`src/design/l2d_pkg.sv`:
```
// one bank only; the 7 check bits of each word are plain data here and no ECC is computed
package l2d_pkg;

   ////////////////////////////////////////
   // widths and sizes
   ////////////////////////////////////////

   // one 32-bit word plus its 7 check bits
   localparam int WORD_W     = 39;
   localparam int LINE_WORDS = 16;
   localparam int LINE_W     = LINE_WORDS * WORD_W;
   localparam int COL_WORDS  = 4;
   localparam int COL_W      = COL_WORDS * WORD_W;
   // store data is two words
   localparam int ST_W       = 2 * WORD_W;

   localparam int NUM_SETS   = 64;
   localparam int SET_W      = 6;
   localparam int NUM_WAYS   = 4;
   localparam int FB_ENTRIES = 4;
   localparam int FB_IDX_W   = 2;
   localparam int NUM_COLS   = LINE_WORDS / COL_WORDS;

   ////////////////////////////////////////
   // vector types
   ////////////////////////////////////////

   typedef logic [LINE_W-1:0]     line_t;
   typedef logic [COL_W-1:0]      col_t;
   typedef logic [ST_W-1:0]       st_data_t;
   typedef logic [SET_W-1:0]      set_t;
   typedef logic [NUM_WAYS-1:0]   way_sel_t;
   typedef logic [LINE_WORDS-1:0] word_en_t;
   typedef logic [NUM_COLS-1:0]   col_sel_t;
   typedef logic [FB_IDX_W-1:0]   fb_idx_t;

   // even words get the low store word, odd words the high one
   function automatic line_t st_expand(input st_data_t st);
      line_t line;
      line = '0;
      for (int k = 0; k < LINE_WORDS / 2; k++) begin
         line[(2*k)*WORD_W +: WORD_W]   = st[WORD_W-1:0];
         line[(2*k+1)*WORD_W +: WORD_W] = st[ST_W-1:WORD_W];
      end
      return line;
   endfunction

endpackage

```
`src/design/l2d_fill_buf.sv`:
```
// entries start at zero and are loaded only through the fill port; a load and a c3 read of one entry in the same cycle return the old line
module l2d_fill_buf
   import l2d_pkg::*;
(
   input  logic    rclk,

   // load port
   input  logic    fill_wr,
   input  fb_idx_t fill_idx,
   input  line_t   fill_data,

   // read index from the tag side at c3
   input  fb_idx_t rd_idx_c3,
   output line_t   data_c5
);

   ////////////////////////////////////////
   // entries
   ////////////////////////////////////////

   line_t entry [FB_ENTRIES] = '{default: '0};

   line_t data_c4;

   always_ff @(posedge rclk) begin
      if (fill_wr) begin
         entry[fill_idx] <= fill_data;
      end
   end

   ////////////////////////////////////////
   // read, two stages to meet c5
   ////////////////////////////////////////

   // same depth as the array read so bypass and fill data line up
   always_ff @(posedge rclk) begin
      data_c4 <= entry[rd_idx_c3];
      data_c5 <= data_c4;
   end

endmodule

```
`config.mk`:
```
export PLATFORM = sky130hd
export DESIGN_NAME = l2d_fill_buf
export DESIGN_NICKNAME = d
export VERILOG_FILES = /design/src/design/l2d_pkg.sv /design/src/design/l2d_fill_buf.sv
export SDC_FILE = /design/constraint.sdc
export NUM_CORES = 2
export LEC_CHECK = 0
export BUFFER_PORTS_ARGS = -buffer_cell sky130_fd_sc_hd__buf_2
export CAP_MARGIN = 25
export CORE_AREA = 3 3 484 486
export DETAILED_ROUTE_END_ITERATION = 12
export DIE_AREA = 0 0 487 489
export PLACE_DENSITY = 0.74
export SLEW_MARGIN = 0
export SYNTH_ARGS = -nofsm -noshare
export SYNTH_HDL_FRONTEND = slang
export SYNTH_SLANG_ARGS = --single-unit
```
`constraint.sdc`:
```
create_clock -name rclk -period 120.7 [get_ports rclk]
set_input_delay 0 -clock rclk [delete_from_list [all_inputs] [get_ports rclk]]
set_output_delay 0 -clock rclk [all_outputs]
set_load 0.02 [all_outputs]
```
==> metrics.cfg <==
[pwr]
seqPwrFrac_pct=52.3
power.density_mw_per_mm2=19.00
power.switching_mw=0.6238
ir_drop_uv=19.41
clkPwrFrac_pct=41.3
sw_frac_of_total_pct=21.91
internal_power_mw=2.223
power.share.combinational_pct=6.3
total_leakage_power_nw=54.05

[yosys]
syn-instance-count=4511
post_synth_instance_area_mm2=0.1150
synth_fp_nets=5141
synth.area.top_cells=sky130_fd_sc_hd__edfxtp_1, sky130_fd_sc_hd__dfxtp_1, sky130_fd_sc_hd__mux4_2, sky130_fd_sc_hd__buf_6, sky130_fd_sc_hd__buf_2
count_of_state_elements_after_synthesis=3744
post-synth-top-area-fraction_pct=65.18
ys_seq_area_share_pct=86.91
syn_area_per_cell_um2=25.49
synthDistinctLibCells=11
ys.warnings.count=0
synth_area_leader_cell=sky130_fd_sc_hd__edfxtp_1

[timing]
layout_min_cycle_time_ns=5.058
max_slew_margin_pct=11.07
hold_ws_ns=0.04407
final-hold-violation-count=0
maxSlewViolCount=0
unrepaired_setup_endpoints_after_global_routing=false
fin_crit_sh_pct=4.191
fin_setup_tns_ns=0
achievable-frequency_mhz=197.7
setup-violations-final=0
slew_at_the_pin_closest_to_its_max_slew_limit_ns=1.334
skew_ns=0.07416

[clock_network]
post-cts-setup-buffers=0
tritoncts.num_buffers=368
cts.path.max_buffers=4
htree_num_levels=5
cts.root.buffer_cell=sky130_fd_sc_hd__clkbuf_16
tritoncts=yes
latest_clock_arrival_within_the_worst_skew_pair_ns=0.93
clk_pin_slew_worst_paths_ns=0.06
clock-sinks=3744

[route]
route.final.wire_length_um=302400
drtPass1Iterations=5
vias_per_cell=5.423
drt_iter0_drc=5765
drtAntennaViolNets=0
drt_drc_violations_left=0
drt-wirelength-per-cell_um=28.27
routed-via-count=58020

[cells_and_area]
area_occupied_by_multi_input_gates_mm2=0.01410
layout.cell_area.non_filler_mm2=0.1499
filler_cell_count=13540
area_growth_pct=30.35
final_nets=7938
post_route_cells_drive_above_1_share_pct=32.73
seq_area_mm2=0.09994

[global_route]
grt_antenna_before_repair=77
first_global_vias=61170
first_pass_grt_wire_length_um=427500
grt_max_degree=151
grt_overflow=0
grt_usage_pct=24.57

[die]
num_rows=176
fp.dieArea_mm2=0.2381
core_mm2=0.2301
top_level_ports=1254
initial_utilization_pct=49.97
die_width_um=487
die_y_um=489

[placement]
port_buffers=1253
detailed_place_hpwl_um=158100
gp_congestion=0.8001
dpl_cell_area_mm2=0.1247

[worst_setup_path]
startpoint_type=primary input
critPathCaptureType=flip-flop
timing.critical_path.arrival_ns=5.81
timing.critical_path.required_ns=121.45
crit_fanout=110
worstSetupPathType=primary input to flip-flop

[run]
drv_cap=0

[outcome]
outcome=finished, final reports clean

[min_path]
worst_hold_path_type=primary input to flip-flop

[per-stage QoR]
| stage | cells | utilization (%) | power, mW | setup slack (ns) |
|---|---|---|---|---|
| 2_1_floorplan | 4511 | - | 1.598 | 73.24 |
| 3_3_place_gp | 8704 | 54.16 | 1.643 | 114.65 |
| 3_5_place_dp | 8707 | 54.19 | 1.650 | 114.71 |
| 4_1_cts | 10630 | 65.02 | 2.830 | 115.11 |
| 5_1_grt | 10660 | 65.09 | 2.919 | 115.09 |
| 6_report | 10700 | 65.13 | 2.847 | 115.64 |
[power groups by stage]
stage,combinational [mW],sequential (mW),clock [mW]
after global routing,0.189,1.49,1.24
after detailed placement,0.140,1.51,0
after floorplan,0.0521,1.55,0
after global placement,0.137,1.51,0
after CTS,0.176,1.49,1.17
final,0.181,1.49,1.18
[cell type report]
class	count	area share (%)
Clock inverter	133	1.182
Antenna cell	69	0.1152
Tap cell	3026	2.526
Multi-Input combinational cell	628	9.409
Sequential cell	3744	66.68
Timing Repair Buffer	2566	13.03
Clock buffer	533	7.057
[cell usage in the layout (no fill, tap or decap), drive strengths merged]
| master | instances |
|---|---|
| mux4 | 624 |
| nor3b | 1 |
| clkinvlp | 6 |
| bufinv | 36 |
| dlygate4sd3 | 1253 |
| buf | 1313 |
| and3b | 2 |
| dfxtp | 1248 |
| inv | 13 |
| clkbuf | 533 |
| diode | 69 |
| and3 | 1 |
| clkinv | 78 |
| edfxtp | 2496 |
[sequential cells by signal, indices dropped and copies added (netlist names)]
| name | count |
|---|---|
| entry | 2496 |
| data_c4 | 624 |
| data_c5 | 624 |
[Yosys cell counts]
master                     instances
sky130_fd_sc_hd__buf_6            41
sky130_fd_sc_hd__and3_1            1
sky130_fd_sc_hd__buf_4            20
sky130_fd_sc_hd__dfxtp_1        1248
sky130_fd_sc_hd__clkbuf_1         22
sky130_fd_sc_hd__buf_1             9
sky130_fd_sc_hd__mux4_2          624
sky130_fd_sc_hd__and3b_1           2
sky130_fd_sc_hd__nor3b_1           1
sky130_fd_sc_hd__edfxtp_1       2496
sky130_fd_sc_hd__buf_2            47
[per-layer routing]
| metal | up-vias | share of wire, % | track usage (%) |
|---|---|---|---|
| met5 | - | 0.053 | 0 |
| met4 | 30 | 5.5 | 12.26 |
| met3 | 688 | 9.0 | 6.617 |
| met2 | 3259 | 51 | 41.10 |
| met1 | 30100 | 35 | 29.60 |
| li1 | 23950 | - | - |
[critical path: stages]
cell,delay [ns]
sky130_fd_sc_hd__dlygate4sd3_1,0.57
sky130_fd_sc_hd__buf_8,0.61
sky130_fd_sc_hd__buf_4,0.83
sky130_fd_sc_hd__buf_4,0.28
sky130_fd_sc_hd__buf_16,0.32
sky130_fd_sc_hd__buf_4,0.70
sky130_fd_sc_hd__buf_4,0.75
sky130_fd_sc_hd__buf_12,0.62
sky130_fd_sc_hd__mux4_2,0.66
[final timing paths]
kind              cells past startpoint           start             to  slack (ns)
setup reg to reg                      1   entry[3][594]   data_c4[594]      119.47
hold / removal                        2  fill_data[528]  entry[1][528]        0.04
hold reg to reg                       0    data_c4[497]   data_c5[497]        0.26
setup / recovery                      9    rd_idx_c3[0]   data_c4[316]      115.64
[what timing repair did]
| action | in CTS | in global routing |
|---|---|---|
| hold endpoints to repair | 2910 | 0 |
| hold buffers | 1254 | 0 |
| gates resized for setup | 0 | 0 |
[cell families after synthesis]
kind of cell | count (synthesis) | share of synthesized area [%]
muxes | 624 | 12.22
buffers and inverters | 139 | 0.8379
and+or+nand+nor | 4 | 0.02721
DFF | 3744 | 86.91
No activity file was read; power rests on OpenSTA's default activity.
